<file path="src/rtl/sd_pkg.sv">
`default_nettype none

package sd_pkg;

    // ======================================================================
    // Frame geometry
    // ======================================================================

    // Command and response frames on the CMD line are both 48 bits
    localparam int frame_width = 48;

    // CMD line CRC, polynomial x^7 + x^3 + 1
    localparam int crc7_width = 7;

    // Lowest CRC bit inside a frame, the end bit sits below it
    localparam int crc_lsb = 1;

    // Frame bits 47..8 are covered by the CRC
    localparam int payload_bits = 40;

    localparam int index_width = 6;
    localparam int arg_width   = 32;

    // ======================================================================
    // Response types
    // ======================================================================

    localparam int resp_type_width = 2;

    localparam logic [resp_type_width-1:0] resp_type_none = 2'd0;
    localparam logic [resp_type_width-1:0] resp_type_48   = 2'd1;

    // Raw view for shifting, field view for the CRC and end bit
    typedef union packed {
        logic [frame_width-1:0] raw;
        struct packed {
            logic                   start_bit;
            logic                   trans_bit;
            logic [index_width-1:0] cmd_index;
            logic [arg_width-1:0]   argument;
            logic [crc7_width-1:0]  crc;
            logic                   end_bit;
        } fields;
    } sd_frame_t;

endpackage

`default_nettype wire

</file>
<file path="src/rtl/sd_crc7.sv">
`default_nettype none

module sd_crc7 (
    input  logic                          clk_fast,
    input  logic                          init_resetPulse,
    input  logic                          clear,
    input  logic                          shift_en,
    input  logic                          din,
    output logic [sd_pkg::crc7_width-1:0] crc
);
    import sd_pkg::*;

    // Taps of x^7 + x^3 + 1 below the top bit
    localparam logic [crc7_width-1:0] poly = 'h09;

    logic [crc7_width-1:0] start;
    logic                  feedback;

    // Clear restarts from zero, with shift_en the same edge takes in din too
    assign start    = clear ? '0 : crc;
    assign feedback = din ^ start[crc7_width-1];

    always_ff @(posedge clk_fast) begin
        if (init_resetPulse) begin
            crc <= '0;
        end else if (shift_en) begin
            crc <= {start[crc7_width-2:0], 1'b0} ^ (feedback ? poly : '0);
        end else if (clear) begin
            crc <= '0;
        end
    end

endmodule

`default_nettype wire

</file>
<file path="src/rtl/sd_cmd_tx.sv">
`default_nettype none

module sd_cmd_tx (
    input  logic              clk_fast,
    input  logic              init_resetPulse,
    input  logic              cmd_trigger,
    input  sd_pkg::sd_frame_t cmd_data,
    output logic              cmd_out,
    output logic              cmd_oe,
    output logic              cmd_done
);
    import sd_pkg::*;

    localparam int cnt_width = $clog2(frame_width);
    // Index of the lowest frame bit that the CRC covers
    localparam int crc_stop  = crc_lsb + crc7_width;

    logic                  active_q;
    logic                  done_q;
    logic [cnt_width-1:0]  bit_cnt_q;
    sd_frame_t             shift_q;
    sd_frame_t             tail;
    logic                  load_tail;
    logic                  crc_shift;
    logic                  crc_din;
    logic [crc7_width-1:0] crc;

    // ======================================================================
    // CRC runs one bit ahead of the wire
    // ======================================================================

    // Bit 47 goes in on the trigger edge itself, so the remainder is
    // complete while bit 8 is still on the line
    assign crc_shift = cmd_trigger | (active_q & (bit_cnt_q > cnt_width'(crc_stop)));
    assign crc_din   = cmd_trigger ? cmd_data.raw[frame_width-1]
                                   : shift_q.raw[frame_width-2];

    sd_crc7 u_crc7 (
        .clk_fast        (clk_fast),
        .init_resetPulse (init_resetPulse),
        .clear           (cmd_trigger),
        .shift_en        (crc_shift),
        .din             (crc_din),
        .crc             (crc)
    );

    // Frame tail with the remainder and end bit patched in
    always_comb begin
        tail                = cmd_data;
        tail.fields.crc     = crc;
        tail.fields.end_bit = 1'b1;
    end

    assign load_tail = active_q && (bit_cnt_q == cnt_width'(crc_stop));

    // ======================================================================
    // Bit counter and window
    // ======================================================================

    // bit_cnt_q is the index of the frame bit on the wire
    always_ff @(posedge clk_fast) begin
        if (init_resetPulse) begin
            active_q  <= 1'b0;
            done_q    <= 1'b0;
            bit_cnt_q <= '0;
        end else begin
            done_q <= 1'b0;
            if (cmd_trigger) begin
                active_q  <= 1'b1;
                bit_cnt_q <= cnt_width'(frame_width - 1);
            end else if (active_q) begin
                bit_cnt_q <= bit_cnt_q - 1'b1;
                if (bit_cnt_q == '0) begin
                    active_q <= 1'b0;
                    done_q   <= 1'b1;
                end
            end
        end
    end

    always_ff @(posedge clk_fast) begin
        if (cmd_trigger) begin
            shift_q <= cmd_data;
        end else if (load_tail) begin
            // Bits 7..0 move up to the top for the last 8 bit times
            shift_q.raw <= tail.raw << payload_bits;
        end else if (active_q) begin
            shift_q.raw <= {shift_q.raw[frame_width-2:0], 1'b0};
        end
    end

    // Line idles high outside the window
    assign cmd_out  = active_q ? shift_q.raw[frame_width-1] : 1'b1;
    assign cmd_oe   = active_q;
    assign cmd_done = done_q;

endmodule

`default_nettype wire

</file>
<file path="src/rtl/sd_resp_rx.sv">
`default_nettype none

module sd_resp_rx #(
    parameter int turnaround_cycles = 2
) (
    input  logic                               clk_fast,
    input  logic                               init_resetPulse,
    input  logic                               arm,
    input  logic                               abort,
    input  logic [sd_pkg::resp_type_width-1:0] resp_type,
    input  logic                               cmd_in,
    output logic                               resp_done,
    output sd_pkg::sd_frame_t                  resp_data,
    output logic                               resp_crc_err
);
    import sd_pkg::*;

    localparam int cnt_width  = $clog2(frame_width);
    localparam int crc_stop   = crc_lsb + crc7_width;
    localparam int turn_width = (turnaround_cycles > 1) ? $clog2(turnaround_cycles) : 1;
    localparam int turn_load  = (turnaround_cycles > 0) ? turnaround_cycles - 1 : 0;

    localparam logic [2:0] st_idle   = 3'd0;
    localparam logic [2:0] st_turn   = 3'd1;
    localparam logic [2:0] st_search = 3'd2;
    localparam logic [2:0] st_shift  = 3'd3;
    localparam logic [2:0] st_check  = 3'd4;

    logic [2:0]            state_q;
    logic [turn_width-1:0] turn_cnt_q;
    logic [cnt_width-1:0]  bit_cnt_q;
    logic                  done_q;
    sd_frame_t             shift_q;
    logic                  start_seen;
    logic                  capture;
    logic                  crc_shift;
    logic                  crc_bad;
    logic [crc7_width-1:0] crc;

    // The start bit is frame bit 47 and counts toward the CRC
    assign start_seen = (state_q == st_search) && !cmd_in;
    assign capture    = start_seen || (state_q == st_shift);
    assign crc_shift  = start_seen ||
                        ((state_q == st_shift) && (bit_cnt_q >= cnt_width'(crc_stop)));

    sd_crc7 u_crc7 (
        .clk_fast        (clk_fast),
        .init_resetPulse (init_resetPulse),
        .clear           (start_seen),
        .shift_en        (crc_shift),
        .din             (cmd_in),
        .crc             (crc)
    );

    assign crc_bad = (shift_q.fields.crc != crc) || !shift_q.fields.end_bit;

    // ======================================================================
    // Response FSM
    // ======================================================================

    always_ff @(posedge clk_fast) begin
        if (init_resetPulse) begin
            state_q    <= st_idle;
            turn_cnt_q <= '0;
            bit_cnt_q  <= '0;
            done_q     <= 1'b0;
        end else begin
            done_q <= 1'b0;
            if (abort) begin
                // A new command drops whatever was pending
                state_q <= st_idle;
            end else begin
                case (state_q)
                    st_idle: begin
                        if (arm && (resp_type == resp_type_48)) begin
                            turn_cnt_q <= turn_width'(turn_load);
                            state_q    <= (turnaround_cycles > 0) ? st_turn : st_search;
                        end
                    end
                    st_turn: begin
                        // Ignore cmd_in until the card owns the line
                        turn_cnt_q <= turn_cnt_q - 1'b1;
                        if (turn_cnt_q == '0) begin
                            state_q <= st_search;
                        end
                    end
                    st_search: begin
                        bit_cnt_q <= cnt_width'(frame_width - 2);
                        if (!cmd_in) begin
                            state_q <= st_shift;
                        end
                    end
                    st_shift: begin
                        bit_cnt_q <= bit_cnt_q - 1'b1;
                        if (bit_cnt_q == '0) begin
                            state_q <= st_check;
                        end
                    end
                    st_check: begin
                        done_q  <= 1'b1;
                        state_q <= st_idle;
                    end
                    default: begin
                        state_q <= st_idle;
                    end
                endcase
            end
        end
    end

    always_ff @(posedge clk_fast) begin
        if (capture) begin
            shift_q.raw <= {shift_q.raw[frame_width-2:0], cmd_in};
        end
        if ((state_q == st_check) && !abort) begin
            resp_data    <= shift_q;
            resp_crc_err <= crc_bad;
        end
    end

    assign resp_done = done_q;

endmodule

`default_nettype wire

</file>
<file path="src/rtl/sd_cmd_top.sv">
`default_nettype none

module sd_cmd_top #(
    parameter int turnaround_cycles = 2
) (
    input  logic                               clk_fast,
    input  logic                               init_resetPulse,

    // Command side
    input  logic                               cmd_trigger,
    input  sd_pkg::sd_frame_t                  cmd_data,
    input  logic [sd_pkg::resp_type_width-1:0] resp_type,
    output logic                               cmd_done,

    // CMD pin, split into its three parts
    output logic                               cmd_out,
    output logic                               cmd_oe,
    input  logic                               cmd_in,

    // Response side
    output logic                               resp_done,
    output sd_pkg::sd_frame_t                  resp_data,
    output logic                               resp_crc_err
);

    // ======================================================================
    // Command serializer
    // ======================================================================

    sd_cmd_tx u_cmd_tx (
        .clk_fast        (clk_fast),
        .init_resetPulse (init_resetPulse),
        .cmd_trigger     (cmd_trigger),
        .cmd_data        (cmd_data),
        .cmd_out         (cmd_out),
        .cmd_oe          (cmd_oe),
        .cmd_done        (cmd_done)
    );

    // ======================================================================
    // Response receiver
    // ======================================================================

    // Armed by the end of the command, a fresh trigger cancels it
    sd_resp_rx #(
        .turnaround_cycles (turnaround_cycles)
    ) u_resp_rx (
        .clk_fast        (clk_fast),
        .init_resetPulse (init_resetPulse),
        .arm             (cmd_done),
        .abort           (cmd_trigger),
        .resp_type       (resp_type),
        .cmd_in          (cmd_in),
        .resp_done       (resp_done),
        .resp_data       (resp_data),
        .resp_crc_err    (resp_crc_err)
    );

endmodule

`default_nettype wire

</file>
<file path="config.mk">
export PLATFORM = sky130hd
export DESIGN_NAME = sd_cmd_top
export DESIGN_NICKNAME = d
export VERILOG_FILES = /design/src/rtl/sd_pkg.sv /design/src/rtl/sd_crc7.sv /design/src/rtl/sd_cmd_tx.sv /design/src/rtl/sd_resp_rx.sv /design/src/rtl/sd_cmd_top.sv
export SDC_FILE = /design/constraint.sdc
export NUM_CORES = 1
export LEC_CHECK = 0
export ABC_AREA = 1
export CORE_MARGIN = 2
export CORE_UTILIZATION = 50
export CTS_CLUSTER_SIZE = 10
export DETAILED_ROUTE_END_ITERATION = 10
export DONT_BUFFER_PORTS = 1
export PLACE_DENSITY = 0.64
export SETUP_SLACK_MARGIN = 0.4
export SKIP_CTS_REPAIR_TIMING = 1
export SYNTH_ARGS = -nofsm -noshare
export SYNTH_HDL_FRONTEND = slang
export SYNTH_SLANG_ARGS = --single-unit
</file>
<file path="constraint.sdc">
create_clock -name clk_fast -period 4.3 [get_ports clk_fast]
set_input_delay 0.645 -clock clk_fast [delete_from_list [all_inputs] [get_ports clk_fast]]
set_output_delay 0.645 -clock clk_fast [all_outputs]
set_load 0.01 [all_outputs]
</file>
# ---- After elaboration in Yosys (flattened, before gate mapping)
# Cells that the tools add are included.
# W data, S select, Z words.
dict set report word_totals {
  mem_bits_rw 0
  memories 0
  latchBits 0
  input_bits 54
  romBits 0
  reg_bits 178
}
dict set report op_classes {
  reduce_logical 23
  multipliers 0
  order_cmp 2
  n_addsub 3
  n_div 0
  shift 0
  muxes 26
  n_eq_ne 11
  bitwise 8
}
# op count
set ops {}
lappend ops {{$mux W48} 3}
lappend ops {{$mux W7} 4}
lappend ops {{$xor A7 B4 Y7} 2}
lappend ops {{$logic_not A6 Y1} 2}
lappend ops {{$mux W3} 4}
lappend ops {{$mux W6} 2}
lappend ops {{$pmux W3 S4} 1}
lappend ops {{$pmux W6 S2} 1}
lappend ops {{$sub A6 B1 Y6 const B} 2}
lappend ops {{$mux W1} 8}
lappend ops {{$mux W4} 2}
lappend ops {{$ne A7 B7 Y1} 1}
lappend ops {{$eq A3 B2 Y1 const B} 2}
lappend ops {{$eq A6 B4 Y1 const B} 1}
lappend ops {{$ge A6 B4 Y1 const B} 1}
lappend ops {{$gt A6 B4 Y1 const B} 1}
lappend ops {{$ne A2 B2 Y1 const B} 3}
lappend ops {{$reduce_bool A2 Y1} 3}
lappend ops {{$logic_and A1 B1 Y1} 5}
lappend ops {{$reduce_and A4 Y1} 1}
lappend ops {{$eq A3 B1 Y1 const B} 1}
lappend ops {{$eq A3 B3 Y1 const B} 1}
lappend ops {{$logic_not A1 Y1} 3}
lappend ops {{$logic_not A3 Y1} 1}
lappend ops {{other kinds (14)} 18}

# ---- Longest topological paths before layout
# Gate-level depths: netlist of run 1.
dict set report logic_depth {
  depth_word 7
  ltp_mapped 9
}

# ---- Modules after synthesis
# Synthesis of run 1 repeated with hierarchy kept, for this count alone.
dict set report unflattened {
  cells_unflattened 585
  hier_area_um2 7136.8
}
# module instances area_per_inst_um2 cells_per_inst
set by_module_without_submodules {}
lappend by_module_without_submodules {sd_resp_rx 1 3659.8 211}
lappend by_module_without_submodules {sd_cmd_tx 1 2816.5 290}
lappend by_module_without_submodules {sd_crc7 2 330.3 42}

# ---- Least setup slack after synthesis of run 1
# Ideal clock, no wire load.
dict set report synth_path {
  path_kind {input port to flip-flop}
  from {input cmd_trigger}
  to {register u_resp_rx.resp_crc_err (enable)}
  t_arrival_ps 3086
  cell_stages 3
  path_slack_ps 759
  setup_time_ps 456
  path_cell_list {buf_2 -> buf_1 -> nor2_1}
}
dict set report synth_between {
  elab_chain_cells 2
}
# element line
set synth_lines {}
lappend synth_lines {{start, declared} sd_cmd_top.sv:10} ;# input logic cmd_trigger,
lappend synth_lines {{$logic_not A1 Y1} sd_resp_rx.sv:115} ;# if ((state_q == st_check) && !abort) begin
lappend synth_lines {{$logic_and A1 B1 Y1} sd_resp_rx.sv:115}
lappend synth_lines {{end signal, assigned} sd_resp_rx.sv:117} ;# resp_crc_err <= crc_bad;
lappend synth_lines {{end, declared} sd_resp_rx.sv:14} ;# output logic resp_crc_err
# Every way passes these cells.
# A chain may end at the register's enable or synchronous reset.

# ---- Worst setup path after layout of run 1
dict set report layout_path {
  from {register u_resp_rx.state_q[2]}
  to {register u_resp_rx.shift_q[32] (netlist name) (enable)}
}
dict set report layout_between {
  elab_chain_cells 3
}
# element line
set layout_lines {}
lappend layout_lines {{start, declared} sd_resp_rx.sv:29} ;# logic [2:0] state_q;
lappend layout_lines {{start signal, assigned} sd_resp_rx.sv:63} ;# state_q <= st_idle;
lappend layout_lines {{start signal, assigned} sd_resp_rx.sv:71} ;# state_q <= st_idle;
lappend layout_lines {{start signal, assigned} sd_resp_rx.sv:77} ;# state_q <= (turnaround_cycles > 0) ? st_turn : st_search;
lappend layout_lines {{$eq A3 B2 Y1} sd_resp_rx.sv:41} ;# assign start_seen = (state_q == st_search) && !cmd_in;
lappend layout_lines {{$logic_and A1 B1 Y1} sd_resp_rx.sv:41}
lappend layout_lines {{$logic_or A1 B1 Y1 (*)} sd_resp_rx.sv:42} ;# assign capture = start_seen || (state_q == st_shift);
lappend layout_lines {{via u_resp_rx.capture} sd_resp_rx.sv:35} ;# logic capture;
lappend layout_lines {{end, declared} sd_resp_rx.sv:33} ;# sd_frame_t shift_q;
# Mark *: on every way through the listed nets, which the timed path passes. The rest lies on a longest branch.

==> results of run 1 <==
flip-flops by register name (all words and copies together), names as in the netlist:
name	flops
u_resp_rx.shift_q	48
u_cmd_tx.shift_q	48
u_resp_rx.turn_cnt_q	1
u_cmd_tx.u_crc7.crc	7
u_cmd_tx.cmd_oe	1
u_resp_rx.u_crc7.crc	7
u_resp_rx.state_q	3
u_resp_rx.bit_cnt_q	6
u_resp_rx.resp_crc_err	1
u_resp_rx.resp_done	1
u_cmd_tx.cmd_done	1
u_cmd_tx.bit_cnt_q	6
u_resp_rx.resp_data	48
metrics by stage:
step	utilization	power (mW)	hold slack, ns	std cells
final	0.565	3.47	0.288	756
after global routing	0.565	3.61	0.273	756
after CTS	0.565	3.51	0.272	756
after detailed placement	0.524	2.10	0.406	724
after global placement	0.524	2.09	0.401	724
after floorplan	-	2.08	0.400	566
Yosys cell counts, types with 3 or more instances:
| cell | count | share of area |
|---|---|---|
| nor2_1 | 39 | 0.022 |
| edfxtp_1 | 145 | 0.64 |
| nand3_1 | 26 | 0.019 |
| nand2_1 | 141 | 0.078 |
| inv_2 | 5 | 0.0028 |
| a21oi_1 | 30 | 0.022 |
| nand4_1 | 6 | 0.0055 |
| a31oi_1 | 3 | 0.0028 |
| nor3_1 | 5 | 0.0037 |
| ha_1 | 3 | 0.0055 |
| buf_4 | 5 | 0.0055 |
| buf_2 | 4 | 0.0029 |
| dfxtp_1 | 33 | 0.097 |
| inv_1 | 35 | 0.019 |
| o21ai_0 | 51 | 0.038 |
| clkbuf_1 | 9 | 0.0050 |
| xor2_1 | 5 | 0.0064 |
cell families (layout without fill, tap and decap cells):
kind of cell	Yosys count	in the layout	synth area share
adders and majority gates	3	3	0.00552
buffers and inverters	60	74	0.0377
DFF	178	178	0.737
AOI/OAI and AO/OA	93	93	0.0725
xor gates and xnor gates	5	5	0.00644
and+or+nand+nor	227	227	0.141
worst max path at each step:
stage | start | end | slack [ns] | cells past startpoint
2_1_floorplan | cmd_trigger | u_resp_rx.resp_crc_err$_DFFE_PP_ | 0.76 | 3
3_3_place_gp | cmd_in | u_resp_rx.shift_q[27]$_DFFE_PP_ | 1.89 | 3
3_5_place_dp | cmd_in | u_resp_rx.shift_q[28]$_DFFE_PP_ | 1.80 | 3
4_1_cts | u_resp_rx.state_q[2]$_SDFFE_PP0P_ | u_resp_rx.shift_q[24]$_DFFE_PP_ | 2.05 | 3
5_1_grt | u_resp_rx.state_q[2]$_SDFFE_PP0P_ | u_resp_rx.shift_q[35]$_DFFE_PP_ | 1.86 | 3
6_report | u_resp_rx.state_q[2]$_SDFFE_PP0P_ | u_resp_rx.shift_q[32]$_DFFE_PP_ | 2.06 | 3
area by class of cell:
cell class / instances / share of cell area
flip-flops and latches: 178 / 0.670
multi-input cells: 328 / 0.206
clock buffers: 19 / 0.0578
well taps: 176 / 0.0294
inverters: 40 / 0.0201
clock inverters: 13 / 0.0145
repair buffers: 2 / 0.00201
power by group through the flow:
stage,registers [mW],clock network [mW],logic [mW]
global placement,1.98,0,0.117
floorplan,1.97,0,0.108
CTS,1.94,1.44,0.124
finish,1.94,1.41,0.122
global route,1.95,1.52,0.144
detailed placement,1.98,0,0.123
per-layer routing:
layer  up-vias  track usage  part of all wire  routed length [µm]
li1       1961            -                 -                   -
met1      1904        0.229              0.47                5510
met2       132        0.259              0.46                5400
met4         0       0.0719            0.0058                  68
met3         6       0.0618             0.061                 712
met5         -            0                 0                   0
worst max-delay path, stage by stage, from the launching register on:
cell     delay, ns
dfxtp_1       0.33
inv_1         0.15
nand4_1       0.39
nand2_2       0.96
==> metrics.md, run 1 <==
| Metric | Value |
|---|---|
| Status | complete, no violations |
| Final instance area | about 7500 µm² |
| P per Cell Area | 464 nW/µm² |
| Setup ws final | slightly above 2 ns |
| Die Wd | about 120 µm |
| Vias/cell | about 5.3 |
| # rows | 42 |
| Syn_nets | 623 |
| R2R depth | 3 |
| Worst Setup End Kind | register |
| Root Buffer Master | clkbuf_16 |
| Place WS | approximately 1.8 ns |
| Die Area | about 15000 µm² |
| DR WL/cell | 15.5 µm |
| Slew HR | 0.260 |
| TNS Setup | 0 ns |
| Vias | ~4.0k |
| Most used DFF post-synth | edfxtp_1 |
| Pint | 2.75 mW |
| TritonCTS Buffers | 17 |
| Gr ovfl total | 0 |
| Register area | 5010 µm² |
| Setup violations, final | 0 |
| Largest net degree at the start of global routing | 58 |
| Type of origin of the critical path | register |
| Reg power frac | 0.559 |
| Seq/Total Area, Yosys | 0.737 |
| Num ports | about 110 |
| Min cycle time layout | ~2.2 ns |
| Avg Inst Size Synth | around 12 µm² |
| Worst-margin pin slew | between 1 and 1.5 ns |
| DR pass1 iterations | 4 |
| Fill cells | 1098 |
| Worst min-delay path startpoint | init_resetPulse |
| RSZ-0062 raised after global routing | no |
| FMAX | approximately 450 MHz |
| Reg-to-reg startpoint | u_resp_rx.state_q[2]$_SDFFE_PP0P_ |
| TritonCTS clock tree | yes |
| Area of the multi-input gates | 1540 µm² |
| Hold WC Path Type | input port to register |
| Critical Path RT | ~4.3 ns |
| DRC Markers | 0 |
| Warnings, synthesis | 0 |
| Clock Path Buffers | 2 |
| Hold endpoint | u_resp_rx.u_crc7.crc[6]$_SDFF_PP0_ |
| Commonest cells after routing, fill and taps aside | 145 x edfxtp_1, 140 x nand2_1, 51 x o21ai_0, 38 x nor2_1, 34 x inv_1 |
| Clock Power Share | 0.406 |
| Vias in the first global route | ~4.0k |
| Ys async rst share | 0 |
| Worst flop-to-flop path endpoint | u_resp_rx.shift_q[32]$_DFFE_PP_ |
| Most common cell after layout, fill and taps aside | edfxtp_1 |
| Detailed router's first-iteration violation count | 381 |
| Mapped cell area | around 7000 µm² |
| Post-synth EDFFs | around 150 |
| Final net count | approximately 620 |
| R2r setup slk | slightly above 2 ns |
| Synthesized flop and latch total | ~180 |
| Synthesized instance count | 566 |
| Distinct cells, synth | 34 |
| Worst-path fanout max | 48 |
| Die height | approximately 120 µm |
| GRT Overall Usage | 0.173 |
| Clock Latency Late Sink | 0.42 ns |
| Hold path depth | 1 |
| NetSw | 0.718 mW |
| IO buf count | 0 |
| Post-route clock skew | around 0.011 ns |
| Placed inst area | 6940 µm² |
| Final WL | 11700 µm |
| Final hold vios | 0 |
| Switching Share | 0.207 |
| Logic pwr share | 0.035 |
| Core area | 13200 µm² |
| Final period utilization | 0.521 |
| GP Congestion | approximately 0.76 |
| Diodes inserted | 0 |
| CTS H-tree lvls | 4 |
| Starting density of the core | 0.514 |
| Worst Setup Path Type | register to register |
| First-pass GRT wire length | ~19000 µm |
| Max-cap violations | 0 |
| Final ANT Viol Nets | 0 |
| TritonCTS Sinks | around 180 |
| Peak supply drop | roughly 0.24 mV |
| Worst-path clk slew | around 0.06 ns |
| Detail Placement HPWL | approximately 7400 µm |
| Share of cells above drive strength 1 | 0.0810 |
| Area added between synthesis and finish | 10.0% |
| Initial antenna violation count | 0 |
| Max Slew Vio Count | 0 |
| WP data arrival | about 2.3 ns |
| Leakage | ~2.8 nW |
Power figures use the tool's default switching activity.
==> run 2, diff against run 1 <==
Settings changed: PLACE_DENSITY 0.64 to 0.67.
Clock period 4.3 ns to 1.8 ns, I/O delays scaled along.
==> run 2 against run 1 <==
Effect of this change:
- the run now ends with hold timing left
- cell count grew 3.3%
- sequential share of layout area shrank 4.7 points
- sequential power grew 140%
- count of clock-buffer cells in the layout shrank 1
- final area grew 7.8%
- core utilization grew 4.4 points
- non-clock buffer count grew 23
- routed wire length grew 12%
- worst hold slack lost 0.30 ns
- critical path depth grew 5
==> metrics.md, run 2 (synthesis results as in run 1) <==
| Metric | Value |
|---|---|
| Status | finished, violations left (was complete, no violations) |
| Violated checks | hold timing |
| Starting density of the core | 0.514 (unchanged) |
| Clock Latency Late Sink | 0.42 ns (about the same) |
| Diodes inserted | 0 (unchanged) |
| Type of origin of the critical path | register (unchanged) |
| Critical Path Slowest Stage Cell | dfxtp_2 (was nand2_2) |
| Most common cell after layout, fill and taps aside | edfxtp_1 (unchanged) |
| Clock Path Buffers | 2 (unchanged) |
| TritonCTS clock tree | yes (unchanged) |
| Leakage | 3.02 nW (was 2.80 nW) |
| Vias/cell | 5.36 (was 5.29) |
| Place WS | 0.260 ns (was 1.80 ns) |
| WP data arrival | 1.72 ns (was 2.28 ns) |
| R2R depth | 8 (was 3) |
| Setup violations, final | 0 (unchanged) |
| Final ANT Viol Nets | 0 (unchanged) |
| DRC Markers | 0 (unchanged) |
| DP Cell Count | 728 (was 724) |
| Slew HR | 0.625 (was 0.260) |
| Critical Path Source | u_cmd_tx.bit_cnt_q[0]$_SDFFE_PP0P_ (was u_resp_rx.state_q[2]$_SDFFE_PP0P_) |
| CP cell instances | inv_2 -> ha_4 -> nand2_4 -> nor2_4 -> inv_4 -> nor2_8 -> clkbuf_16 -> o21ai_0 (was inv_1 -> nand4_1 -> nand2_2) |
| Worst-path fanout max | 6 (was 48) |
| GP Congestion | 0.829 (was 0.756) |
| Peak supply drop | 0.541 mV (was 0.236 mV) |
| FMAX | 646 MHz (was 446 MHz) |
| TNS Setup | 0 ns (unchanged) |
| Worst Setup Path Type | register to register (unchanged) |
| CTS H-tree lvls | 4 (unchanged) |
| Worst min-delay path startpoint | init_resetPulse (unchanged) |
| Critical Path RT | 1.97 ns (was 4.33 ns) |
| RSZ-0062 raised after global routing | yes (was no) |
| GRT Overall Usage | 0.178 (was 0.173) |
| P per Cell Area | 1080 nW/µm² (was 464 nW/µm²) |
| Hold WC Path Type | input port to register (unchanged) |
| Final period utilization | 0.860 (was 0.521) |
| Final net count | 649 (was 624) |
| Reg-to-reg startpoint | u_cmd_tx.bit_cnt_q[0]$_SDFFE_PP0P_ (was u_resp_rx.state_q[2]$_SDFFE_PP0P_) |
| Largest net degree at the start of global routing | 58 (unchanged) |
| Hold endpoint | u_resp_rx.state_q[0]$_SDFFE_PP0P_ (was u_resp_rx.u_crc7.crc[6]$_SDFF_PP0_) |
| IO buf count | 0 (unchanged) |
| Die Area | 14600 µm² (unchanged) |
| Final WL | 13100 µm (was 11700 µm) |
| # rows | 42 (unchanged) |
| DR WL/cell | 16.8 µm (was 15.5 µm) |
| Worst-margin pin slew | 0.561 ns (was 1.11 ns) |
| Num ports | 107 (unchanged) |
| Max-cap violations | 0 (unchanged) |
| Overall Power | 8.70 mW (was 3.47 mW) |
| Final hold vios | 1 (was 0) |
| Share of cells above drive strength 1 | 0.174 (was 0.0810) |
| Fill cells | 1022 (was 1098) |
| Hold path depth | 3 (was 1) |
| Layout Cells excl Fill | 781 (was 756) |
| Biggest regs | u_cmd_tx.shift_q (48), u_resp_rx.resp_data (48), u_resp_rx.shift_q (48) (unchanged) |
| Vias | 4185 (was 4003) |
| Max incr delay on CP | 0.32 ns (was 0.96 ns) |
| Bufs and invs on worst path | 3 (was 1) |
| Worst-path clk slew | 0.07 ns (was 0.06 ns) |
| Area added between synthesis and finish | 18.6% (was 10.0%) |
| Post-route clock skew | 0.0102 ns (was 0.0106 ns) |
| Commonest cells after routing, fill and taps aside | 145 x edfxtp_1, 138 x nand2_1, 37 x nor2_1, 31 x inv_1, 30 x o21ai_0 (was 145 x edfxtp_1, 140 x nand2_1, 51 x o21ai_0, 38 x nor2_1, 34 x inv_1) |
| Root Buffer Master | clkbuf_16 (unchanged) |
| Vias in the first global route | 4013 (was 3960) |
| Min cycle time layout | 1.55 ns (was 2.24 ns) |
| Worst flop-to-flop path endpoint | u_cmd_tx.shift_q[25]$_DFFE_PP_ (was u_resp_rx.shift_q[32]$_DFFE_PP_) |
| Top delay family on crit path | simple AND/OR/NAND/NOR gates (unchanged) |
| Setup ws final | 0.252 ns (was 2.06 ns) |
| TritonCTS Sinks | 178 (unchanged) |
| DR pass1 iterations | 5 (was 4) |
| TritonCTS Buffers | 17 (unchanged) |
| Core area | 13200 µm² (unchanged) |
| Detailed router's first-iteration violation count | 353 (was 381) |
| Die Wd | 121 µm (unchanged) |
| Max Slew Vio Count | 0 (unchanged) |
| Detail Placement HPWL | 7580 µm (was 7410 µm) |
| Gr ovfl total | 0 (unchanged) |
| R2r setup slk | 0.25 ns (was 2.06 ns) |
| Worst Hold Slack | -0.00687 ns (was 0.288 ns) |
| Initial antenna violation count | 0 (unchanged) |
| First-pass GRT wire length | 19900 µm (was 19400 µm) |
| Worst Setup End Kind | register (unchanged) |
| Die height | 121 µm (unchanged) |
run 2: worst min-delay path, cell delays in order:
cell     delay, ns
nor2_1        0.03
nand2_1       0.05
inv_1         0.03
run 2: per-stage QoR:
| step | hold WS (ns) | utilization | instance area (µm²) |
|---|---|---|---|
| 4_1_cts | -0.109 | 0.579 | 7670 |
| 6_report | -0.00687 | 0.609 | 8070 |
| 3_3_place_gp | 0.342 | 0.534 | 7070 |
| 5_1_grt | 0.0145 | 0.609 | 8070 |
| 2_1_floorplan | 0.341 | - | 6890 |
| 3_5_place_dp | 0.344 | 0.534 | 7070 |
run 2: report_power, final:
part           leakage (nW)  switching (mW)  internal [mW]
clock network         0.285            1.67           1.98
registers              1.63          0.0611           4.58
logic                  1.11           0.247          0.160
run 2: worst max-delay path by stage:
stage                                                    end  depth (start not counted)
final                         u_cmd_tx.shift_q[25]$_DFFE_PP_                          8
after CTS                     u_cmd_tx.shift_q[41]$_DFFE_PP_                          9
after floorplan           u_cmd_tx.bit_cnt_q[0]$_SDFFE_PP0P_                          6
after global routing          u_cmd_tx.shift_q[43]$_DFFE_PP_                          9
after global placement        u_cmd_tx.shift_q[41]$_DFFE_PP_                          9
after detailed placement      u_cmd_tx.shift_q[25]$_DFFE_PP_                          8
run 2: layer usage:
| layer | global-route usage | vias up | wire length [µm] |
|---|---|---|---|
| met3 | 0.0519 | 12 | 551 |
| li1 | - | 2028 | - |
| met5 | 0 | - | 0 |
| met2 | 0.269 | 121 | 6440 |
| met4 | 0.0719 | 0 | 144 |
| met1 | 0.244 | 2024 | 5990 |
run 2: area by class of cell:
| type | count | area [µm²] | area share |
|---|---|---|---|
| clock buffers | 18 | 429 | 0.0532 |
| clock inverters | 14 | 166 | 0.0206 |
| inverters | 40 | 159 | 0.0197 |
| multi-input cells | 330 | 1760 | 0.218 |
| flip-flops and latches | 178 | 5020 | 0.623 |
| well taps | 176 | 220 | 0.0273 |
| repair buffers | 25 | 305 | 0.0378 |
